File: config.mk
export PLATFORM = sky130hd
export DESIGN_NAME = byte_fifo
export DESIGN_NICKNAME = d
export VERILOG_FILES = /design/src/hw/byte_fifo.sv
export VERILOG_INCLUDE_DIRS = /design/src /design/src/include
export SDC_FILE = /design/constraint.sdc
export NUM_CORES = 1
export LEC_CHECK = 0
export ABC_AREA = 1
export BUFFER_PORTS_ARGS = -buffer_cell sky130_fd_sc_hd__buf_2
export CORE_MARGIN = 10
export CORE_UTILIZATION = 55
export CTS_CLUSTER_SIZE = 8
export DETAILED_ROUTE_END_ITERATION = 10
export MAX_ROUTING_LAYER = met4
export PLACE_DENSITY_LB_ADDON = 0.12
export SYNTH_ARGS = -nofsm -noshare
export SYNTH_HDL_FRONTEND = slang
export SYNTH_SLANG_ARGS = --single-unit
File: constraint.sdc
create_clock -name clk_sys -period 3.8 [get_ports clk_sys]
set_input_delay 0.19 -clock clk_sys [delete_from_list [all_inputs] [get_ports clk_sys]]
set_output_delay 0.19 -clock clk_sys [all_outputs]
set_load 0.005 [all_outputs]
File: src/include/vic_loader_defines.svh
`ifndef VIC_LOADER_DEFINES_SVH
`define VIC_LOADER_DEFINES_SVH

// Download stream and VIC bus widths
`define VL_IDX_W      8
`define VL_DL_ADDR_W  25
`define VL_ADDR_W     16
`define VL_DATA_W     8

// Download indices as sent by the host
`define VL_IDX_PRG     8'd1
`define VL_IDX_CRT     8'd2
`define VL_IDX_CRT_RAW 8'd3
`define VL_IDX_TAP     8'd5

// First addresses that may not be written
`define VL_PRG_LIMIT  16'hA000
`define VL_CART_LIMIT 16'hC000

// 4096 byte tape buffer, 16 entry FIFO
`define VL_TAPE_AW    12
`define VL_FIFO_AW    4

`endif
File: src/hw/byte_fifo.sv
`timescale 1ns/1ps
`include "vic_loader_defines.svh"

module byte_fifo (
	input  logic                  clk_sys,
	input  logic                  reset,
	input  logic                  push_i,
	input  logic [`VL_DATA_W-1:0] push_data_i,
	input  logic                  pop_i,
	output logic [`VL_DATA_W-1:0] head_o,
	output logic                  full_o,
	output logic                  empty_o
);

	localparam int DEPTH = 2 ** `VL_FIFO_AW;

	logic [`VL_DATA_W-1:0]  mem [0:DEPTH-1];
	logic [`VL_FIFO_AW:0]   wr_ptr;
	logic [`VL_FIFO_AW:0]   rd_ptr;
	logic                   do_push;
	logic                   do_pop;

	// Extra pointer bit tells full from empty
	assign full_o  = (wr_ptr[`VL_FIFO_AW] != rd_ptr[`VL_FIFO_AW]) &&
		(wr_ptr[`VL_FIFO_AW-1:0] == rd_ptr[`VL_FIFO_AW-1:0]);
	assign empty_o = (wr_ptr == rd_ptr);
	assign do_push = push_i & ~full_o;
	assign do_pop  = pop_i & ~empty_o;
	assign head_o  = mem[rd_ptr[`VL_FIFO_AW-1:0]];

	always_ff @(posedge clk_sys) begin
		if (reset) begin
			wr_ptr <= '0;
			rd_ptr <= '0;
		end else begin
			if (do_push)
				wr_ptr <= wr_ptr + 1'b1;
			if (do_pop)
				rd_ptr <= rd_ptr + 1'b1;
		end
	end

	always_ff @(posedge clk_sys) begin
		if (do_push)
			mem[wr_ptr[`VL_FIFO_AW-1:0]] <= push_data_i;
	end

endmodule

# Word level (Yosys, flattened, before mapping)
# Memories as Yosys holds them, arrays and structs flattened. A register that Yosys moved wholly into a read port is not among the register bits.
# Cells that the tools add are included.
dict set report classes {
  addsub 2
  eq_ne 3
  muxes 4
  n_bitwise 4
  reduce_logical 1
}
# cell count
set op_table {}
lappend op_table {{$add A5 B1 Y5 const B} 2}
lappend op_table {{$mux W4} 2}
lappend op_table {{$eq A5 B5 Y1} 1}
lappend op_table {{$eq A4 B4 Y1} 1}
lappend op_table {{$and A1 B1 Y1} 2}
lappend op_table {{$mux W1} 2}
lappend op_table {{$not A1 Y1} 2}
lappend op_table {{$logic_and A1 B1 Y1} 1}
lappend op_table {{$ne A1 B1 Y1} 1}
dict set report totals {
  ff_bits 10
  ram_bits 128
  input_bits 12
  output_inout_bits 10
  wordCells 17
  memories 1
}
# name words word_bits rd rd_ports_with_merged_regs wr line_no
set memory_table {}
lappend memory_table {mem 16 8 1 1 1 byte_fifo.sv:17} ;# logic [`VL_DATA_W-1:0] mem [0:DEPTH-1];

# Depth between registers and ports, before layout
dict set report depth {
  word_depth 6
  mapped_depth 9
  ltp_nobuf 9
}

# Least setup slack after synthesis
# OpenSTA, ideal clock, no wires.
dict set report synth_path {
  path_kind {reg2reg}
  startpoint {reg wr_ptr[0]}
  endpoint {mem mem[11][0] (netlist bit), enable pin}
  setup_ns 0.383
  arrival_ns 1.387
  required_time_ns 3.417
  slack_ns 2.030
  path_stages_with_launch 8
  n_path_buf 0
  synth_period_minus_slack_ns 1.770
  cell_sequence {dfxtp_1 -> inv_1 -> nand2_1 -> nand2_1 -> nor2_2 -> nand3_2 -> inv_1 -> nor3_1}
}
dict set report synth_via {
  elab_chain_len 6
}
# element line_no
set synth_rtl {}
lappend synth_rtl {{from (decl)} byte_fifo.sv:18} ;# logic [`VL_FIFO_AW:0] wr_ptr;
lappend synth_rtl {{from (signal assigned)} byte_fifo.sv:37} ;# wr_ptr <= wr_ptr + 1'b1;
lappend synth_rtl {{$eq A4 B4 Y1} byte_fifo.sv:25} ;# (wr_ptr[`VL_FIFO_AW-1:0] == rd_ptr[`VL_FIFO_AW-1:0]);
lappend synth_rtl {{$logic_and A1 B1 Y1} byte_fifo.sv:24} ;# assign full_o = (wr_ptr[`VL_FIFO_AW] != rd_ptr[`VL_FIFO_AW]) &&
lappend synth_rtl {{via full_o} byte_fifo.sv:11} ;# output logic full_o,
lappend synth_rtl {{$not A1 Y1} byte_fifo.sv:27} ;# assign do_push = push_i & ~full_o;
lappend synth_rtl {{$and A1 B1 Y1} byte_fifo.sv:27}
lappend synth_rtl {{$mux W1} byte_fifo.sv:44} ;# if (do_push)
lappend synth_rtl {{$mux W1} byte_fifo.sv:45} ;# mem[wr_ptr[`VL_FIFO_AW-1:0]] <= push_data_i;
lappend synth_rtl {{to (decl)} byte_fifo.sv:17}
# The timed path passes the listed nets, and every way through them passes these cells.

==> flow_summary_export.csv <==
group,metric,value,unit
detailed_routing,average_wire_length_per_cell_after_detail_routing,17.84,µm
critical_path,critical-path-slowest-cell,"sky130_fd_sc_hd__dfxtp_4",
synthesis,synth.avg_cell_area,11.17,µm²
die,dieArea,0.01548,mm²
detailed_routing,drt-vias-per-instance,5.458,
clocking,cts-htree-levels,4,
sta,final_min_period_over_clock_period,70.86,%
die,die_y,124.4,µm
power,power.internal,2835,µW
finish,drive_above_1_share,10.58,%
sta,fin_crit,2.693,ns
sta,worst_tran_pin_value,1.249,ns
sta,totalNegativeSetupSlack,0,ns
die,floorplan.initialDensity,55.81,%
clocking,tritoncts_clock_tree,"built",
global_routing,grt_antenna_before_repair,0,
sta,rsz0062_at_grt,"false",
detailed_routing,drt_drc_violations_left,0,
die,coreArea,0.01075,mm²
sta,hold_viol,0,
power,p_seq_share,49.1,%
place,place.detailed.instances,674,
synthesis,synth_ff_type,"sky130_fd_sc_hd__edfxtp_1",
die,die_w,124.4,µm
synthesis,mappedNetlistNets,554,
job,timing.max_cap.violations,0,
critical_path,timing_worst_setup_path_type,"flop to primary output",
critical_path,timing.critical_path.required,3.61,ns
finish,fin_nets,571,
global_routing,grt_util_all_layers,17.20,%
synthesis,netlist_instances,537,
power,peakVddDrop,0.0002413,V
detailed_routing,drt-total-wl,12610,µm
power,total_leakage_power,0.002533,µW
die,io_pins,22,
detailed_routing,routed_antenna_nets,0,
sta,report.final.setup_viol,0,
sta,fmaxAchievable,0.3714,GHz
worst_hold_path,hold_class,"input pin to flop",
detailed_routing,route.vias.total,3859,
critical_path,cp.arrival,2.50,ns
power,power_density,548.0,mW/mm²
critical_path,maximum_net_fanout_on_the_critical_path,128,
die,placement_rows,38,
critical_path,crit_path_end_kind,"primary output",
critical_path,path_cells,"a21oi_1 -> o21ai_0 -> nand3_1 -> nand3_1 -> nand2_1 -> buf_2",
synthesis,synth-warning-count,0,
clocking,post_cts_resize_count,0,
clocking,cts_max_path_buffers,2,
detailed_routing,drt-pass1-iter-count,5,
clocking,clk_latency,0.52,ns
global_routing,grt_first_pass_wirelength,20540,µm
synthesis,synth-edff-count,128,
detailed_routing,detail_route.iter0.violations,412,
finish,final_core_utilization,62.84,%
place,post-dp-hpwl,7893,µm
critical_path,setup.worst_path.start_class,"flop",
synthesis,synth_cell_types,21,
place,placement.io_buffers,21,
critical_path,worst_path_dominant_cell_family,"flip-flops",
clocking,cts_buffers,17,
place,dpl_cell_area,0.006175,mm²
global_routing,grt_pass1_vias,3834,
synthesis,yosys_register_bits,142,
power,power.switching,865.1,µW
synthesis,synth.cell_area,0.005997,mm²
place,placement.setup.worst_slack,1.430,ns
synthesis,synth-seq-area-share,68.77,%
sta,worst_slew_margin_rel,16.12,%
finish,n_antenna_cell,0,
power,comb_power_share,8.0,%
clocking,clockRootBuffer,"sky130_fd_sc_hd__clkbuf_8",
clocking,clock-sinks,142,
critical_path,crit_buf_inv,1,
sta,fin_skew,0.004631,ns
sta,layout_setup_ws,1.107,ns
finish,final_design_area_no_fill,0.006753,mm²
global_routing,grt_start_max_net_pins,129,
sta,slew_viol_final,0,
finish,final_cell_count_without_fillers,707,
status,run_status,"complete, no violations",
power,pwr-share-clk,42.9,%
place,routabilityCongestion,0.8220,
finish,areaGrowthSynthToFinish,12.60,%
critical_path,crit_path_max_incr_delay,1.09,ns
synthesis,async_reset_ff_share,0,%
critical_path,timing.critical_path.mode_cell,"sky130_fd_sc_hd__nand3_1",
global_routing,grt_overflow_total,0,
power,sw_frac_of_total,23.38,%
clocking,clk_transition_reported_paths,0.06,ns
[through the flow]
stage / total power [µW] / hold WS, ns
final: 3700 / 0.03141
after global routing: 3844 / 0.05106
after CTS: 3722 / 0.01218
after detailed placement: 2145 / 0.5282
after global placement: 2139 / 0.5117
after floorplan: 2038 / 0.2889
[cell usage in the layout, fill, tap and decap left out, drive strengths merged, types with 10 or more instances in the layout]
cell and n:
inv 84, nand2 76, clkbuf 18, nand3 60, o211ai 32, dfxtp 14
a21oi 42, buf 24, clkinv 10, nor2 31, o21ai 32, edfxtp 128
[tightest hold or removal path: stages]
cell,delay [ns]
sky130_fd_sc_hd__buf_2,0.15
sky130_fd_sc_hd__a21oi_1,0.08
sky130_fd_sc_hd__nor2_1,0.09
[power by group through the flow]
stage / sequential, µW / combinational [µW] / clock, µW
3_3_place_gp: 1850 / 291 / 0
2_1_floorplan: 1770 / 270 / 0
4_1_cts: 1820 / 298 / 1610
3_5_place_dp: 1850 / 295 / 0
5_1_grt: 1830 / 339 / 1680
6_report: 1820 / 296 / 1590
[flip-flops by register name, summed over array words and instances, names as in the netlist, named ones only]
signal,flops
mem,128
rd_ptr,5
wr_ptr,5
[repair_timing]
item	in CTS	in global routing
buffers inserted	0	0
endpoints found under the setup margin	0	0
hold buffers	1	0
hold endpoints to repair	1	0
[logic make-up after synthesis]
family	count (synthesis)	synth area share, %
AND/OR/NAND/NOR	171	12.37
flip-flops	142	68.77
buffers and inverters	112	7.490
AO/OA/AOI/OAI	106	10.18
adder cells (fa/ha/maj)	5	1.043
XOR/XNOR	1	0.1461
[worst paths after layout]
check                                end                    from  cells past startpoint  slack [ns]
setup / recovery               head_o[3]                    flop                      6        1.11
hold / removal    wr_ptr[0]$_SDFFE_PP0P_                  push_i                      3        0.03
setup reg to reg    mem[11][3]$_DFFE_PP_  wr_ptr[0]$_SDFFE_PP0P_                      7        1.41
hold reg to reg   rd_ptr[4]$_SDFFE_PP0P_  rd_ptr[4]$_SDFFE_PP0P_                      2        0.53
[layer usage]
metal	vias up	track usage (%)	share of wire, %
met3	18	3.574	5.8
met4	0	7.060	1.6
met2	119	25.96	47
li1	1887	-	-
met5	-	-	0
met1	1835	22.19	45
[area by class of cell]
class | instances | area (µm²)
flip-flops and latches | 142 | 4129
clock buffers | 18 | 417.9
fillers | 867 | 3993
multi-input cells | 283 | 1424
well taps | 140 | 175.2
clock inverters | 14 | 150.1
repair buffers | 25 | 137.6
inverters | 85 | 319.1
[synth_stat cells (4+ instances only)]
cell	count	area, µm²
sky130_fd_sc_hd__inv_1	83	311.6
sky130_fd_sc_hd__dfxtp_1	14	280.3
sky130_fd_sc_hd__nand3_1	57	285.3
sky130_fd_sc_hd__nor2_1	29	108.9
sky130_fd_sc_hd__nand2_1	76	285.3
sky130_fd_sc_hd__o21ai_0	32	160.2
sky130_fd_sc_hd__clkbuf_1	14	52.55
sky130_fd_sc_hd__nor3_1	4	20.02
sky130_fd_sc_hd__edfxtp_1	128	3844
sky130_fd_sc_hd__o211ai_1	32	240.2
sky130_fd_sc_hd__ha_1	5	62.56
sky130_fd_sc_hd__buf_2	8	40.04
sky130_fd_sc_hd__a21oi_1	42	210.2
No activity file was read; power rests on OpenSTA's default activity.
