$ cat src/include/vic_loader_defines.svh
`ifndef VIC_LOADER_DEFINES_SVH
`define VIC_LOADER_DEFINES_SVH

// Download stream and VIC bus widths
`define VL_IDX_W      8
`define VL_DL_ADDR_W  25
`define VL_ADDR_W     16
`define VL_DATA_W     8

// Download indices as sent by the host
`define VL_IDX_PRG     8'd1
`define VL_IDX_CRT     8'd2
`define VL_IDX_CRT_RAW 8'd3
`define VL_IDX_TAP     8'd5

// First addresses that may not be written
`define VL_PRG_LIMIT  16'hA000
`define VL_CART_LIMIT 16'hC000

// 4096 byte tape buffer, 16 entry FIFO
`define VL_TAPE_AW    12
`define VL_FIFO_AW    4

`endif
$ cat src/hw/vic_loader_pkg.sv
`include "vic_loader_defines.svh"

package vic_loader_pkg;

	// One byte of a download as it comes from the host
	typedef struct packed {
		logic [`VL_IDX_W-1:0]     index;
		logic [`VL_DL_ADDR_W-1:0] addr;
		logic [`VL_DATA_W-1:0]    data;
	} dl_beat_t;

	// Write into the VIC memory configuration port
	typedef struct packed {
		logic [`VL_ADDR_W-1:0] addr;
		logic [`VL_DATA_W-1:0] data;
	} mem_wr_t;

	// Expansion RAM options chosen by the user
	typedef struct packed {
		logic       ram1;
		logic [1:0] ram2_sel;
		logic       ram3;
		logic       cart_writable;
	} ram_cfg_t;

	// Block enables and read-only flags for the five expansion blocks
	typedef struct packed {
		logic [4:0] ext;
		logic [4:0] ro;
	} mem_map_t;

endpackage

$ cat src/hw/tape_fetch.sv
`timescale 1ns/1ps
`include "vic_loader_defines.svh"

module tape_fetch import vic_loader_pkg::*; (
	input  logic                   clk_sys,
	input  logic                   reset,
	input  logic                   rt_active_i,
	input  logic [`VL_IDX_W-1:0]   rt_index_i,
	input  logic                   beat_wr_i,
	input  dl_beat_t               beat_i,
	input  logic                   play_toggle_i,
	input  logic                   unload_i,
	input  logic                   fifo_full_i,
	input  logic                   fifo_empty_i,
	input  logic                   rd_valid_i,
	input  logic [`VL_DATA_W-1:0]  rd_data_i,
	output logic                   rd_o,
	output logic [`VL_TAPE_AW-1:0] rd_addr_o,
	output logic                   push_o,
	output logic [`VL_DATA_W-1:0]  push_data_o
);

	logic [`VL_TAPE_AW:0] tape_len;
	logic [`VL_TAPE_AW:0] play_addr;
	logic                 active_q;
	logic                 play;
	logic                 wait_rd;
	logic                 loading;
	logic                 dl_end;
	logic                 all_fetched;
	logic                 finish;

	assign loading     = rt_active_i && (rt_index_i == `VL_IDX_TAP);
	assign dl_end      = active_q && !rt_active_i && (rt_index_i == `VL_IDX_TAP);
	assign all_fetched = (play_addr >= tape_len);
	// Nothing left in flight and the cassette has drained the FIFO
	assign finish      = all_fetched & ~wait_rd & ~push_o & fifo_empty_i;
	assign rd_addr_o   = play_addr[`VL_TAPE_AW-1:0];

	//////////////////////////////////////////////////
	// Tape length

	always_ff @(posedge clk_sys) begin
		if (reset || unload_i) begin
			active_q <= 1'b0;
			tape_len <= '0;
		end else begin
			active_q <= rt_active_i;
			if (beat_wr_i)
				tape_len <= {1'b0, beat_i.addr[`VL_TAPE_AW-1:0]} + 1'b1;
			else if (loading && !active_q)
				tape_len <= '0;
		end
	end

	//////////////////////////////////////////////////
	// Play state and fetch loop

	always_ff @(posedge clk_sys) begin
		if (reset || unload_i || loading) begin
			play      <= 1'b0;
			play_addr <= '0;
			wait_rd   <= 1'b0;
			rd_o      <= 1'b0;
			push_o    <= 1'b0;
		end else begin
			rd_o   <= 1'b0;
			push_o <= 1'b0;
			if (dl_end)
				play <= 1'b1;
			else if (play_toggle_i)
				play <= ~play;
			else if (play && finish)
				play <= 1'b0;

			// A pending read completes even when paused
			if (wait_rd) begin
				if (rd_valid_i) begin
					push_o    <= 1'b1;
					play_addr <= play_addr + 1'b1;
					wait_rd   <= 1'b0;
				end
			end else if (play && !push_o && !all_fetched && !fifo_full_i) begin
				rd_o    <= 1'b1;
				wait_rd <= 1'b1;
			end
		end
	end

	always_ff @(posedge clk_sys) begin
		if (wait_rd && rd_valid_i)
			push_data_o <= rd_data_i;
	end

endmodule

$ cat config.mk
export PLATFORM = sky130hd
export DESIGN_NAME = tape_fetch
export DESIGN_NICKNAME = d
export VERILOG_FILES = /design/src/hw/vic_loader_pkg.sv /design/src/hw/tape_fetch.sv
export VERILOG_INCLUDE_DIRS = /design/src /design/src/include
export SDC_FILE = /design/constraint.sdc
export NUM_CORES = 1
export LEC_CHECK = 0
export BUFFER_PORTS_ARGS = -buffer_cell sky130_fd_sc_hd__buf_2
export CAP_MARGIN = 10
export CORE_AREA = 5 5 99 101
export DETAILED_ROUTE_END_ITERATION = 6
export DIE_AREA = 0 0 104 106
export REMOVE_ABC_BUFFERS = 1
export SETUP_SLACK_MARGIN = 0.4
export SKIP_LAST_GASP = 1
export SLEW_MARGIN = 20
export SYNTH_ARGS = -nofsm -noshare
export SYNTH_HDL_FRONTEND = slang
export SYNTH_SLANG_ARGS = --single-unit
$ cat constraint.sdc
create_clock -name clk_sys -period 2.21 [get_ports clk_sys]
set_clock_uncertainty 0.2 [all_clocks]
set_input_delay 0.442 -clock clk_sys [delete_from_list [all_inputs] [get_ports clk_sys]]
set_output_delay 0.442 -clock clk_sys [all_outputs]
set_load 0.01 [all_outputs]
After elaboration in Yosys (flattened, before gate mapping)
Cells that the tools add are included.
Storage, ports and cells
  memory bits (read-only): 0
  memories kept: 0
  register bits: 39
  output and inout bits: 22
  word-level logic and storage cells: 48
  input port bits: 66
  bits in writable memories: 0
  latch bits: 0
Cells by class
  div/mod/pow operators: 0
  $add $sub $neg: 2
  mux-type cells: 9
  reduce and logical (&&, ||, !) cells: 21
  equal/unequal tests: 1
  magnitude comparators: 1
  shifts and indexed selects: 0
  $mul: 0
  bitwise logic cells: 6
Operators by type and width (number)
  $mux W13: 2
  $add A12 B1 Y13 const B: 1
  $add A13 B1 Y13 const B: 1
  $ge A13 B13 Y1: 1
  $logic_and A1 B1 Y1: 9
  $eq A8 B3 Y1 const B: 1
  $mux W1: 7
  $logic_not A1 Y1: 5
  $reduce_or A2 Y1: 2
  $and A1 B1 Y1: 3
  $not A1 Y1: 3
  $reduce_bool A3 Y1: 1
  $logic_or A1 B1 Y1: 2
  $reduce_and A2 Y1: 1
  $reduce_bool A2 Y1: 1

Longest topological paths before layout
  word-level depth: 8
  mapped depth: 7
  gate-level depth less buffers: 7

Least setup slack after synthesis
Ideal clock, no wire load.
  path type: input to register
  from: input port rt_index_i[5]
  to: register play
  path buffers: 0
  setup time: 119 ps
  cell stages on the path: 5
  path slack: 220 ps
  required time: 1891 ps
  arrival: 1671 ps
  cells stage by stage: or4_4 -> or3_4 -> and4b_1 -> nand4_1 -> o21ai_1
On the way
  longest elaborated chain between the ends: 3
  elaborated cells on any way between the ends: 6
  those cells by class: 1 x eq/ne; 1 x mux; 4 x reduce/logical
Ends and longest elaborated chain
  start, declared: line tape_fetch.sv:8  | input logic [`VL_IDX_W-1:0] rt_index_i,
  $eq A8 B3 Y1 (no line) *
  $logic_and A1 B1 Y1, on equally long branches: line tape_fetch.sv:34, tape_fetch.sv:33
  $reduce_bool A3 Y1 (no line) (tied with other cells)
  end signal, assigned: line tape_fetch.sv:72  | play <= ~play;
  end, declared: line tape_fetch.sv:26  | logic play;
Mark *: on every way between the ends. The rest lies on a longest branch, timed or not.
A chain may end at the register's enable or synchronous reset.

Worst setup path after layout
  from: input port rt_index_i[3]
  to: register play_addr[6]
On the way
  longest elaborated chain between the ends: 3
Ends and longest elaborated chain
  $eq A8 B3 Y1 (no line)
  $logic_and A1 B1 Y1: line tape_fetch.sv:33  | assign loading = rt_active_i && (rt_index_i == `VL_IDX_TAP);
  $logic_or A1 B1 Y1: line tape_fetch.sv:60  | if (reset || unload_i || loading) begin
  end signal, assigned: line tape_fetch.sv:80  | play_addr <= play_addr + 1'b1;
  end, declared: line tape_fetch.sv:24  | logic [`VL_TAPE_AW:0] play_addr;
Every way passes these cells.

==> qor.yml <==
global_routing:
  track_usage: 0.0875
  grt_first_pass_wirelength_um: 7940
  grt_max_degree: 15
  antenna_found_initial: 0
  grt_remaining_overflow: 0
  grt_pass1_vias: 1698
cells_and_area:
  fin_util: 0.307
  nNetsFinal: 366
  drive_gt1_frac: 0.374
  design_area_um2: 2740
  num_antenna_cells: 0
  synthToLayoutAreaGrowth_pct: 34.4
  nFillCells: 981
clock_tree:
  cts_max_level: 2
  path_clk_slew_ps: 80
  numCtsBuffers: 5
  clkLatencyLatePin_ps: 300
  cts_tree: "yes"
  clkSinkCount: 39
  root_buffer: "clkbuf_8"
  hold_buffers: 0
  clk_path_buf_depth: 2
pwr:
  ir_drop_v: 0.000200
  p_switching_uw: 355
  p_per_area_nw_per_um2: 548
  p_leak_nw: 1.09
  swShare: 0.236
  seq_power_share: 0.493
  fin_total_pwr_mw: 1.50
  p_clk_frac: 0.403
  combPwrFrac: 0.104
  intPower_mw: 1.15
timing:
  finalMaxSlewViolations: 0
  fin_ws_ps: 352
  final-hold-violation-count: 0
  post-route-min-period_ps: 1860
  rsz0062_at_grt: "yes"
  max_slew_margin: 0.650
  finalSetupTns_ps: 0
  setup_viol: 0
  max_freq_mhz: 538
  worst-slew-pin-transition_ps: 521
  period_share: 0.841
floorplanning:
  die_h_um: 106
  chipWidth_um: 104
  start_util: 0.228
  num_io_pins: 88
  row_count: 35
  dieArea_um2: 11000
  core_um2: 8930
logic_synthesis:
  yosysSeqAreaShare: 0.422
  syn_inst: 226
  yosysMostFrequentCell: "dfxtp_1"
  synthTopCellsByCount: "dfxtp_1 (31), nor2_1 (24), nand2_1 (23), inv_1 (18), ha_1 (15)"
  synth-seq-cells: 39
  synthFlopType: "dfxtp_1"
  yosys.cell_types.count: 35
  synthTopCellsByArea: "dfxtp_1 (30%), edfxtp_1 (12%), ha_1 (9.2%), xor2_1 (5.2%), buf_4 (4.4%)"
  synth_top_area_cell: "dfxtp_1"
  syn_area_per_cell_um2: 9.02
  yosys_warnings: 0
  yosysTopAreaCellShare: 0.304
  async_reset_ff_frac: 0
  synth-edff-count: 8
  syn_area_um2: 2040
placed_design:
  dp_hpwl_um: 3940
  place_congestion: 0.796
  io_buffers: 58
  dp_slack_ps: 50.2
  place_area_um2: 2400
drt:
  drt-initial-drc-count: 88
  post_drt_via_cell_ratio: 4.42
  first_pass_iters: 4
  ant_nets: 0
  drt_wl_total_um: 4990
  drcViolationCount: 0
  wl_per_cell_um: 12.6
  vias: 1753
worst_setup_path:
  end_kind: "flop"
  cp.arrival_ps: 1850
  worstPathRequired_ps: 2200
  startpoint_type: "input pin"
  crit_fanout: 7
  crit_type: "input pin to flop"
run_status:
  status: "finished clean"
job:
  drv_cap: 0
min_path:
  hp-class: "input pin to flop"
-- power groups by stage --
stage / clock (mW) / sequential [mW] / combinational [mW]
after floorplan: 0 / 0.756 / 0.0644
after detailed placement: 0 / 0.757 / 0.127
after global routing: 0.654 / 0.742 / 0.172
after CTS: 0.616 / 0.740 / 0.128
after global placement: 0 / 0.757 / 0.124
final: 0.605 / 0.741 / 0.155
-- area by class of cell --
type	instances	area, µm²	area share
Clock inverter	3	43.8	0.0160
Timing Repair Buffer	66	387	0.141
Tap cell	111	139	0.0507
Clock buffer	5	68.8	0.0251
Inverter	18	67.6	0.0246
Multi-Input combinational cell	155	1170	0.426
Sequential cell	39	868	0.317
-- per-layer routing --
layer  up-vias  wire, µm  GRT usage  share of wire
li1        883         -          -              -
met1       818      2150      0.105           0.43
met2        44      2550      0.149           0.51
met3         8       194     0.0188          0.039
met4         0       102     0.0416          0.020
met5         -         0          0              0
-- kinds of logic (layout without fill, tap and decap cells) --
family / Yosys count / after routing / share of synthesized area
xor+xnor: 22 / 22 / 0.0945
mux: 1 / 1 / 0.00552
compound gates: 28 / 28 / 0.0785
simple gates: 89 / 89 / 0.223
flops: 39 / 39 / 0.422
fa+ha+maj: 15 / 15 / 0.0920
buf+inv: 32 / 92 / 0.0847
-- what timing repair did --
item | CTS | global route
setup endpoints to repair | 14 | 29
pin swaps | 0 | 15
gates cloned | 0 | 1
setup buffers | 0 | 4
gates resized for setup | 5 | 37
-- layout by cell type, fill, tap and decap left out, types with 8 or more instances in the layout --
| cell | Yosys | final |
|---|---|---|
| nand2_1 | 23 | 23 |
| inv_1 | 18 | 18 |
| xnor2_1 | 10 | 10 |
| nand4_1 | 8 | 8 |
| buf_2 | 0 | 57 |
| nor2_1 | 24 | 14 |
| edfxtp_1 | 8 | 8 |
| nand3_1 | 9 | 8 |
| xor2_1 | 12 | 11 |
| o21ai_0 | 12 | 11 |
| dfxtp_1 | 31 | 25 |
| nor2_4 | 0 | 9 |
| ha_1 | 15 | 14 |
-- state kept, by name, summed over array words and instances, names as in the netlist --
register	cells
push_o	1
play	1
rd_o	1
wait_rd	1
push_data_o	8
active_q	1
play_addr	13
tape_len	13
-- path summary, 6_finish.rpt --
path                                    start              to  slack (ps)  cells after the start
worst max-delay path            rt_index_i[3]    play_addr[6]         350                      6
worst min-delay path             rd_data_i[0]  push_data_o[0]         110                      1
worst max register to register    tape_len[1]         wait_rd         390                      7
worst min register to register    tape_len[3]     tape_len[3]         250                      2
-- worst max-delay path, stage by stage --
cell	delay (ps)
buf_6	90
or4bb_4	560
or3_4	410
nand2_4	130
clkbuf_16	180
nor2_1	40
-- per-stage QoR --
stage	hold WS (ps)	cells
4_1_cts	107	392
3_5_place_dp	243	384
6_report	113	397
5_1_grt	103	397
3_3_place_gp	239	384
2_1_floorplan	225	212
No activity file was read; power rests on OpenSTA's default activity.
