`src/include/vic_loader_defines.svh`:
```
`ifndef VIC_LOADER_DEFINES_SVH
`define VIC_LOADER_DEFINES_SVH

// Download stream and VIC bus widths
`define VL_IDX_W      8
`define VL_DL_ADDR_W  25
`define VL_ADDR_W     16
`define VL_DATA_W     8

// Download indices as sent by the host
`define VL_IDX_PRG     8'd1
`define VL_IDX_CRT     8'd2
`define VL_IDX_CRT_RAW 8'd3
`define VL_IDX_TAP     8'd5

// First addresses that may not be written
`define VL_PRG_LIMIT  16'hA000
`define VL_CART_LIMIT 16'hC000

// 4096 byte tape buffer, 16 entry FIFO
`define VL_TAPE_AW    12
`define VL_FIFO_AW    4

`endif
```
`src/hw/vic_loader_pkg.sv`:
```
`include "vic_loader_defines.svh"

package vic_loader_pkg;

	// One byte of a download as it comes from the host
	typedef struct packed {
		logic [`VL_IDX_W-1:0]     index;
		logic [`VL_DL_ADDR_W-1:0] addr;
		logic [`VL_DATA_W-1:0]    data;
	} dl_beat_t;

	// Write into the VIC memory configuration port
	typedef struct packed {
		logic [`VL_ADDR_W-1:0] addr;
		logic [`VL_DATA_W-1:0] data;
	} mem_wr_t;

	// Expansion RAM options chosen by the user
	typedef struct packed {
		logic       ram1;
		logic [1:0] ram2_sel;
		logic       ram3;
		logic       cart_writable;
	} ram_cfg_t;

	// Block enables and read-only flags for the five expansion blocks
	typedef struct packed {
		logic [4:0] ext;
		logic [4:0] ro;
	} mem_map_t;

endpackage

```
`src/hw/cart_loader.sv`:
```
`timescale 1ns/1ps
`include "vic_loader_defines.svh"

module cart_loader import vic_loader_pkg::*; (
	input  logic                  clk_sys,
	input  logic                  reset,
	input  logic                  rt_active_i,
	input  logic [`VL_IDX_W-1:0]  rt_index_i,
	input  logic [`VL_DATA_W-1:0] dl_ext_i,
	input  ram_cfg_t              ram_cfg_i,
	input  logic                  beat_wr_i,
	input  dl_beat_t              beat_i,
	output logic                  wr_o,
	output mem_wr_t               wr_data_o,
	output mem_map_t              mem_map_o
);

	logic [`VL_ADDR_W-1:0] load_addr;
	logic                  active_q;
	logic                  has_hdr;
	logic [4:0]            blk;
	logic [2:0]            ram2_blk;
	logic                  dl_start;
	logic                  raw_start;
	logic                  hdr_lo;
	logic                  hdr_hi;
	logic                  data_wr;

	// 8 KB region to block flag, region 4 has none
	function automatic logic [4:0] blk_bit(input logic [2:0] region);
		case (region)
			3'd0:    return 5'b00001;
			3'd1:    return 5'b00010;
			3'd2:    return 5'b00100;
			3'd3:    return 5'b01000;
			3'd5:    return 5'b10000;
			default: return 5'b00000;
		endcase
	endfunction

	assign dl_start  = ~active_q & rt_active_i;
	assign raw_start = dl_start && (rt_index_i == `VL_IDX_CRT_RAW);
	assign hdr_lo    = beat_wr_i && has_hdr && (beat_i.addr == '0);
	assign hdr_hi    = beat_wr_i && has_hdr && (beat_i.addr == `VL_DL_ADDR_W'(1));
	assign data_wr   = beat_wr_i && !hdr_lo && !hdr_hi && (load_addr < `VL_CART_LIMIT);

	always_ff @(posedge clk_sys) begin
		if (reset) begin
			active_q <= 1'b0;
			has_hdr  <= 1'b0;
			blk      <= '0;
			wr_o     <= 1'b0;
		end else begin
			active_q <= rt_active_i;
			wr_o     <= data_wr;
			if (dl_start && (rt_index_i == `VL_IDX_CRT))
				has_hdr <= 1'b1;
			else if (raw_start)
				has_hdr <= 1'b0;
			if (data_wr)
				blk <= blk | blk_bit(load_addr[15:13]);
		end
	end

	always_ff @(posedge clk_sys) begin
		if (raw_start) begin
			// Extension digit picks the 4 KB page
			if ((dl_ext_i >= "2") && (dl_ext_i <= "9"))
				load_addr <= {dl_ext_i[3:0], 12'h000};
			else if ((dl_ext_i >= "A") && (dl_ext_i <= "B"))
				load_addr <= {dl_ext_i[3:0] + 4'd9, 12'h000};
		end else if (hdr_lo) begin
			load_addr[7:0] <= beat_i.data;
		end else if (hdr_hi) begin
			load_addr[15:8] <= beat_i.data;
		end else if (data_wr) begin
			wr_data_o.addr <= load_addr;
			wr_data_o.data <= beat_i.data;
			load_addr      <= load_addr + 16'd1;
		end
	end

	// RAM2 option fills blocks 1..3 from the bottom
	always_comb begin
		case (ram_cfg_i.ram2_sel)
			2'd0:    ram2_blk = 3'b000;
			2'd1:    ram2_blk = 3'b001;
			2'd2:    ram2_blk = 3'b011;
			default: ram2_blk = 3'b111;
		endcase
	end

	assign mem_map_o.ext = {ram_cfg_i.ram3, ram2_blk, ram_cfg_i.ram1} | blk;
	assign mem_map_o.ro  = blk & ~{5{ram_cfg_i.cart_writable}};

endmodule

```
`config.mk`:
```
export PLATFORM = sky130hd
export DESIGN_NAME = cart_loader
export DESIGN_NICKNAME = d
export VERILOG_FILES = /design/src/hw/vic_loader_pkg.sv /design/src/hw/cart_loader.sv
export VERILOG_INCLUDE_DIRS = /design/src /design/src/include
export SDC_FILE = /design/constraint.sdc
export NUM_CORES = 1
export LEC_CHECK = 0
export BUFFER_PORTS_ARGS = -buffer_cell sky130_fd_sc_hd__buf_2
export CORE_MARGIN = 2
export CORE_UTILIZATION = 51
export DETAILED_ROUTE_END_ITERATION = 10
export GPL_ROUTABILITY_DRIVEN = 0
export GPL_TIMING_DRIVEN = 0
export PLACE_DENSITY = 0.84
export SYNTH_ARGS = -nofsm -noshare
export SYNTH_HDL_FRONTEND = slang
export SYNTH_SLANG_ARGS = --single-unit
export TNS_END_PERCENT = 20
```
`constraint.sdc`:
```
create_clock -name clk_sys -period 5.9 [get_ports clk_sys]
set_input_delay 1.18 -clock clk_sys [delete_from_list [all_inputs] [get_ports clk_sys]]
set_output_delay 1.18 -clock clk_sys [all_outputs]
set_load 0.05 [all_outputs]
```
======== Word level (Yosys, flattened, before mapping) ========
Index checks and enable logic that the tools add are counted.
operators by class
  $add $sub $neg .......................... 2
  order comparisons ....................... 5
  reduce and logical (&&, ||, !) cells .... 21
  bitwise operators ....................... 9
  equality and inequality tests ........... 12
  multiplexer cells ....................... 14
operators by type and width
  cell                                                                                 number
  16-bit two-way mux                                                                   4
  8-bit two-way mux                                                                    4
  25-bit by 1-bit == test with 1-bit output, second input constant                     1
  25-bit zero test                                                                     1
  5-bit case mux with 5 select lines                                                   1
  16-bit by 1-bit adder with 16-bit output, second input constant                      1
  8-bit by 2-bit == test with 1-bit output, second input constant                      2
  16-bit < comparator, second input constant                                           1
  1-bit logical AND                                                                    10
  5-bit two-way mux                                                                    2
  5-bit bitwise OR                                                                     2
  3-bit case mux with 3 select lines                                                   1
  8-bit by 6-bit greater-or-equal comparator with 1-bit output, second input constant  1
  8-bit by 7-bit greater-or-equal comparator with 1-bit output, second input constant  1
  8-bit by 6-bit less-or-equal comparator with 1-bit output, second input constant     1
  8-bit by 7-bit less-or-equal comparator with 1-bit output, second input constant     1
  3-bit by 2-bit == test with 1-bit output, second input constant                      2
  3-bit AND reduction                                                                  2
  3-bit nonzero test                                                                   2
  5-bit AND                                                                            1
  5-bit inverter                                                                       1
  4-bit adder, second input constant                                                   1
  1-bit inverter                                                                       4
  4-bit AND reduction                                                                  1
  other kinds (13)                                                                     15
word-level totals
  word-level logic and storage cells ...... 71
  bits in registers ....................... 48
  input bits .............................. 66

======== Logic depth before layout (Yosys ltp) ========
Gate-level depths: netlist of the first run.
  word-level depth ........................ 10
  mapped depth ............................ 7

======== Least setup slack after synthesis of the first run ========
OpenSTA, ideal clock, no wires.
  kind .................................... input -> register
  start ................................... input port rt_active_i
  end ..................................... register wr_data_o[0] (netlist name), enable pin
  stages .................................. 4
  arrival ................................. 2.790 ns
  library setup time ...................... 0.405 ns
  path slack .............................. 2.705 ns
  buffers on the path ..................... 1
  cells stage by stage .................... and3b_1 -> and4_1 -> buf_2 -> nor2_1
on the way
  word-level cells in the longest chain between the ends .. 4
ends and longest elaborated chain
  what                                  RTL line           text
  from (decl)                           cart_loader.sv:7   input logic rt_active_i,
  1-bit AND                             cart_loader.sv:41  assign dl_start = ~active_q & rt_active_i;
  1-bit logical AND                     cart_loader.sv:42  assign raw_start = dl_start && (rt_index_i == `VL_IDX_CRT_RAW);
  1-bit inverter (no source line)       --
  4-bit AND reduction (no source line)  --
  to (decl)                             cart_loader.sv:14  output mem_wr_t wr_data_o,
Every way passes these cells.
A chain may end at the register's enable or synchronous reset.

======== Final worst setup path of the first run ========
  start ................................... input port rt_index_i[5]
  end ..................................... register load_addr[7], enable pin
on the way
  word-level cells in the longest chain between the ends .. 4
  elaborated cells on any way between the ends .. 6
ends and longest elaborated chain
  what                                                                                     RTL line           text
  from (decl)                                                                              cart_loader.sv:8   input logic [`VL_IDX_W-1:0] rt_index_i,
  8-bit by 2-bit == test with 1-bit output (no source line) (*)                            --
  1-bit logical AND (*)                                                                    cart_loader.sv:42
  3-bit by 1-bit != test with 1-bit output (no source line), or another cell as far along  --
  3-bit AND reduction (no source line) (*)                                                 --
  to (signal assigned)                                                                     cart_loader.sv:69  load_addr <= {dl_ext_i[3:0], 12'h000};
  to (signal assigned)                                                                     cart_loader.sv:71  load_addr <= {dl_ext_i[3:0] + 4'd9, 12'h000};
  to (signal assigned)                                                                     cart_loader.sv:73  load_addr[7:0] <= beat_i.data;
  to (decl)                                                                                cart_loader.sv:18  logic [`VL_ADDR_W-1:0] load_addr;
Mark *: on every way between the ends. The rest lies on a longest branch, timed or not.

==> metrics, run 1 <==
run status=complete, no violations; initial DRC count=108; I/O Buffers=91; Int Power=512.5 uW; Power, Total=711.8 uW; Metal-1 WL=2.063 mm; pwr/cell area=234.6 nW/um2; cells after synthesis=198; antenna cells=0; Setup CP Type=in -> reg; Switching Fraction=0.2800; Worst R2R End=load_addr[10]; ys flop type=edfxtp_1; Vias/cell=5.625; share of layout cells above drive strength 1=0.3960; Ys Warns=0; vias in the first global route=1772; sequential share of the synthesized area=0.5646; row cnt=25; hpwl dp=3.985 mm; die extent in x=72.76 um; VDD IR max=0.00009680 V; critical path endpoint category=flop; Via Count=1980; largest net degree at the start of global routing=17; Root Driver=clkbuf_8; Flop pwr share=0.567; overall die height=72.76 um; Netlist Area Pre-Place=2411 um2; RSZ-0062 raised after global routing=no; CTS Hold Bufs=0; Post-route DRC=0; Setup-failing EPs final=0; Yosys cell types=45; reg2reg setup slack=3.48 ns; Min-Delay Endpoint=blk[0]; Antenna Nets Post-Route=0; ys async rst share=0; Inserted Clock Buffers=5; Worst Path Max Fanout=10; hold depth=2; first-pass GRT wire length=7.969 mm; post-cts sizing count=0; critical path required time=5.83 ns; Period Utilization, post-route=0.5444; core area=4629 um2; Critical Path Start Type=primary input; metal2 WL=2.497 mm; Die Footprint=5293 um2; Post-Synthesis Mean Instance Area=12.18 um2; CTS max path bufs=2; crit-path cells=buf_2 > nor4_1 > nand4_2 > o31ai_4 > inv_1 > a21oi_1; area share of the largest cell type after synthesis=0.4982; Final Slew Violations=0; io pins=101; CTS tree=built; Static Leak=0.001227 uW; synthesized netlist net count=269; MaxCap Viol Count=0; area leader, netlist=edfxtp_1; Final Hold Fails=0; FF+latch count, synth=48; Hold Path Origin=blk[0]; DR WL met3=384 um; top routing layer used=met4; worst-margin pin slew=0.8633 ns; Starting Density=0.5208; Crit path max-delay family=simple AND/OR/NAND/NOR gates; Num Clock Sinks=48; Hold Path Class=reg -> reg; slowest stage cell, crit path=a21oi_1; Logic pwr share=0.177; top post-synthesis cells by area=edfxtp_1 50%, dfxtp_1 6.6%, xnor2_1 2.9%, xor2_1 2.9%, nor2_1 2.8%; max incr delay on CP=0.64 ns; EDFF count, synth=40; Post-CTS Setup Bufs=0; Worst-Skew Late Latency=0.30 ns; antenna violations before repair=0; R2R depth=5; Fmax=311.3 MHz; CTS clock-pin slew for the worst setup and hold paths=0.08 ns; average wire per standard cell=14.45 um; synth-to-layout area growth=25.84%; clock share of power=0.256; final setup TNS=0 ns; Buf/Inv on CP=2; CTS H-tree lvls=2; WP data arrival=3.14 ns; drt first pass iters=4; final worst path period need=3.212 ns; Total GRT Usage=0.1974; routed wire length=5.087 mm; nets@finish=368; Clock Skew=0.004728 ns; worst r2r src=has_hdr; Slew HR=0.4218; Psw=199.3 uW; Overflow after GRT=0
worst reg2reg max path: stages, from the launching register on:
cell and delay, ns:
dfxtp_1 0.34, and4bb_2 0.27, nand4_4 0.18, or3_4 0.47, buf_6 0.16, a31oi_1 0.63
state kept, by name, indices dropped and copies added (netlist names):
name / cells
wr_data_o: 24
load_addr: 16
blk: 5
active_q: 1
has_hdr: 1
wr_o: 1
synthesized netlist by cell type (all sizes together) (2+ instances only):
cell type / n
and3: 2
nand3: 4
nand2: 14
dfxtp: 8
o22ai: 3
and2b: 2
nor2b: 8
ha: 5
buf: 2
edfxtp: 40
xor2: 8
nor4: 9
nor3: 4
a211oi: 6
inv: 4
o21ai: 11
xnor2: 8
a31oi: 7
or2: 3
nand4: 7
and4: 4
or3: 2
nor2: 18
a21oi: 6
cell usage in the layout, fill, tap and decap left out, drive strengths merged, types with 6 or more instances in the layout:
cell,instances
dfxtp,8
a31oi,7
buf,94
o21ai,11
xnor2,8
clkbuf,6
nor2,18
nand4,7
nand2,14
nor2b,8
nor4,9
xor2,8
a21oi,6
edfxtp,40
a211oi,6
power groups by stage:
stage	combinational (uW)	sequential, uW	clock, uW
finish	126	404	182
global route	135	406	199
detailed placement	125	412	0
floorplan	45.8	444	0
CTS	126	404	184
global placement	121	411	0
metrics by stage:
stage / utilization / instance area [um2] / cells / worst slack (ns) / hold slack [ns]
floorplan: - / 2411 / 198 / 2.705 / 0.4433
global placement: 0.6338 / 2934 / 343 / 2.154 / 0.4740
detailed placement: 0.6376 / 2952 / 344 / 2.371 / 0.4781
CTS: 0.6554 / 3034 / 352 / 2.691 / 0.4996
global route: 0.6554 / 3034 / 352 / 2.527 / 0.5276
finish: 0.6554 / 3034 / 352 / 2.688 / 0.4937
area by class of cell:
class	instances	area, um2
fillers	372	1595
repair buffers	92	470.5
clock inverters	3	13.76
inverters	4	15.01
multi-input cells	143	1017
well taps	54	67.56
clock buffers	5	68.82
plain buffers	3	20.02
flip-flops and latches	48	1361
routing by layer:
metal | GRT usage | up-vias
met5 | 0 | -
met4 | 0.09671 | 0
met3 | 0.04558 | 15
met2 | 0.3162 | 91
met1 | 0.2530 | 919
li1 | - | 955
worst max path at each step:
stage                     to  slack, ns  cells after the start     startpoint
3_5_place_dp    load_addr[4]       2.37                      6  rt_index_i[5]
3_3_place_gp   wr_data_o[12]       2.15                      5      beat_wr_i
4_1_cts         load_addr[5]       2.69                      6  rt_index_i[5]
2_1_floorplan   wr_data_o[0]       2.71                      4    rt_active_i
6_report        load_addr[7]       2.69                      6  rt_index_i[5]
5_1_grt         load_addr[3]       2.53                      6  rt_index_i[5]
logic make-up after synthesis:
family | Yosys count | synth area share
and+or+nand+nor | 81 | 0.2143
adders and majority gates | 5 | 0.02595
xor gates and xnor gates | 16 | 0.05812
AOI/OAI and AO/OA | 41 | 0.1225
DFF | 48 | 0.5646
buffers and inverters | 7 | 0.01452
Note: power is estimated with default switching activity, not from simulation.
==> run 2: changes to the inputs <==
CORE_UTILIZATION = 43   (was 51)
PLACE_DENSITY = 0.76   (was 0.84)
clock period = 2.6 ns   (was 5.9 ns; I/O delays follow)
==> metrics, run 2 (synthesized netlist as in run 1, its figures left out) <==
commonest non-fill, non-tap cells in the layout=92 x buf_2, 40 x edfxtp_1, 17 x nor2_1, 14 x nand2_1; Fmax=417.0 MHz; first-pass GRT wire length=7.866 mm; Final Hold Fails=0; hpwl dp=3.988 mm; Slew HR=0.5626; io pins=101; Inserted Clock Buffers=5; hold depth=1; I/O Buffers=91; Post-CTS Setup Bufs=0; routed wire length=5.021 mm; initial DRC count=88; antenna violations before repair=0; largest register by flop count=wr_data_o; CTS tree=built; slowest stage cell, crit path=nor4_1; Setup-failing EPs final=0; MaxCap Viol Count=0; antenna cells=0; share of layout cells above drive strength 1=0.3993; final setup TNS=0 ns; vias in the first global route=1676; Post-route DRC=0; Die Footprint=6222 um2; Worst Path Max Fanout=10; leading registers by flop count=wr_data_o: 24 flops, load_addr: 16 flops, blk: 5 flops; Buf/Inv on CP=2; Root Driver=clkbuf_8; Clock Skew=0.01064 ns; Final Slew Violations=0; VDD IR max=0.0002449 V; Total GRT Usage=0.1618; max incr delay on CP=0.49 ns; Setup CP Type=in -> reg; critical path endpoint category=flop; core area=5473 um2; Hold Path Class=in -> reg; worst-margin pin slew=0.6501 ns; average wire per standard cell=13.57 um; Hold Path Origin=beat_i[6]; CTS H-tree lvls=2; Min-Delay Endpoint=wr_data_o[6]; Overflow after GRT=0; drt first pass iters=4; final worst path period need=2.398 ns; run status=complete, no violations; WHS=0.4328 ns; CTS max path bufs=2; reg2reg setup slack=0.40 ns; critical path required time=2.55 ns; Num Clock Sinks=48; largest net degree at the start of global routing=15; Vias/cell=5.241; Period Utilization, post-route=0.9223; max FFs per register=24; Antenna Nets Post-Route=0; die extent in x=78.88 um; nets@finish=368; Via Count=1939; Critical Path Start Type=primary input; worst r2r src=has_hdr; Crit path max-delay family=simple AND/OR/NAND/NOR gates; crit-path cells=buf_2 > nor4_1 > nand4_2 > o31ai_4 > inv_1 > a21oi_2; Static Leak=0.001221 uW; WP data arrival=2.35 ns; pwr/cell area=528.1 nW/um2; RSZ-0062 raised after global routing=no; synth-to-layout area growth=27.24%; R2R depth=5; Worst-Skew Late Latency=0.30 ns; Worst R2R End=load_addr[11]; overall die height=78.88 um; CTS clock-pin slew for the worst setup and hold paths=0.08 ns; Starting Density=0.4406; row cnt=27; most common cell after layout, fill and taps aside=buf_2
-- run 2: changes by cell type in the layout (fill, tap and decap cells not counted), sizes merged --
cell,delta
clkinvlp,+1
clkinv,-2
clkbuf,+1
-- run 2: metal layers --
metal	routed length, um	GRT usage	vias up
met5	0	0	-
met4	75	0.07069	0
met3	288	0.02614	9
met2	2413	0.2632	69
met1	2243	0.2147	900
li1	-	-	961
-- run 2: per-stage QoR --
stage / power (uW) / worst slack, ns / util / instance area, um2 / cells
finish: 1620 / 0.2021 / 0.5606 / 3068 / 370
global route: 1677 / 0.06052 / 0.5606 / 3068 / 370
CTS: 1629 / 0.003979 / 0.5594 / 3062 / 370
detailed placement: 1219 / -0.3389 / 0.5434 / 2974 / 362
global placement: 1210 / -0.5222 / 0.5402 / 2957 / 361
floorplan: 1111 / 0.06538 / - / 2411 / 198
-- run 2: area by class of cell --
class	count	area [um2]
Fill cell	478	2405
Tap cell	72	90.09
Sequential cell	48	1361
Clock buffer	6	72.57
Inverter	4	15.01
Clock inverter	2	11.26
Timing Repair Buffer	92	470.5
Multi-Input combinational cell	143	1027
Buffer	3	20.02
-- run 2: how the worst max path moves through the flow --
| stage | from | end | slack, ns | cells after the start |
|---|---|---|---|---|
| CTS | dl_ext_i[0] | load_addr[11] | 0.004 | 7 |
| floorplan | rt_active_i | wr_data_o[0] | 0.07 | 4 |
| global route | rt_index_i[5] | load_addr[3] | 0.06 | 6 |
| finish | rt_index_i[5] | load_addr[3] | 0.20 | 6 |
| detailed placement | rt_index_i[5] | load_addr[2] | -0.34 | 6 |
| global placement | beat_wr_i | wr_data_o[11] | -0.52 | 5 |
-- run 2: what timing repair did --
action	in CTS	in global routing
gates resized for setup	1	1
hold buffers	0	0
endpoints found under the setup margin	8	8
-- run 2: power by group --
group          internal [uW]  total [uW]  switching (uW)
logic                   94.6         285             191
clock network            186         419             233
registers                886         916            29.3
total                   1170        1620             453
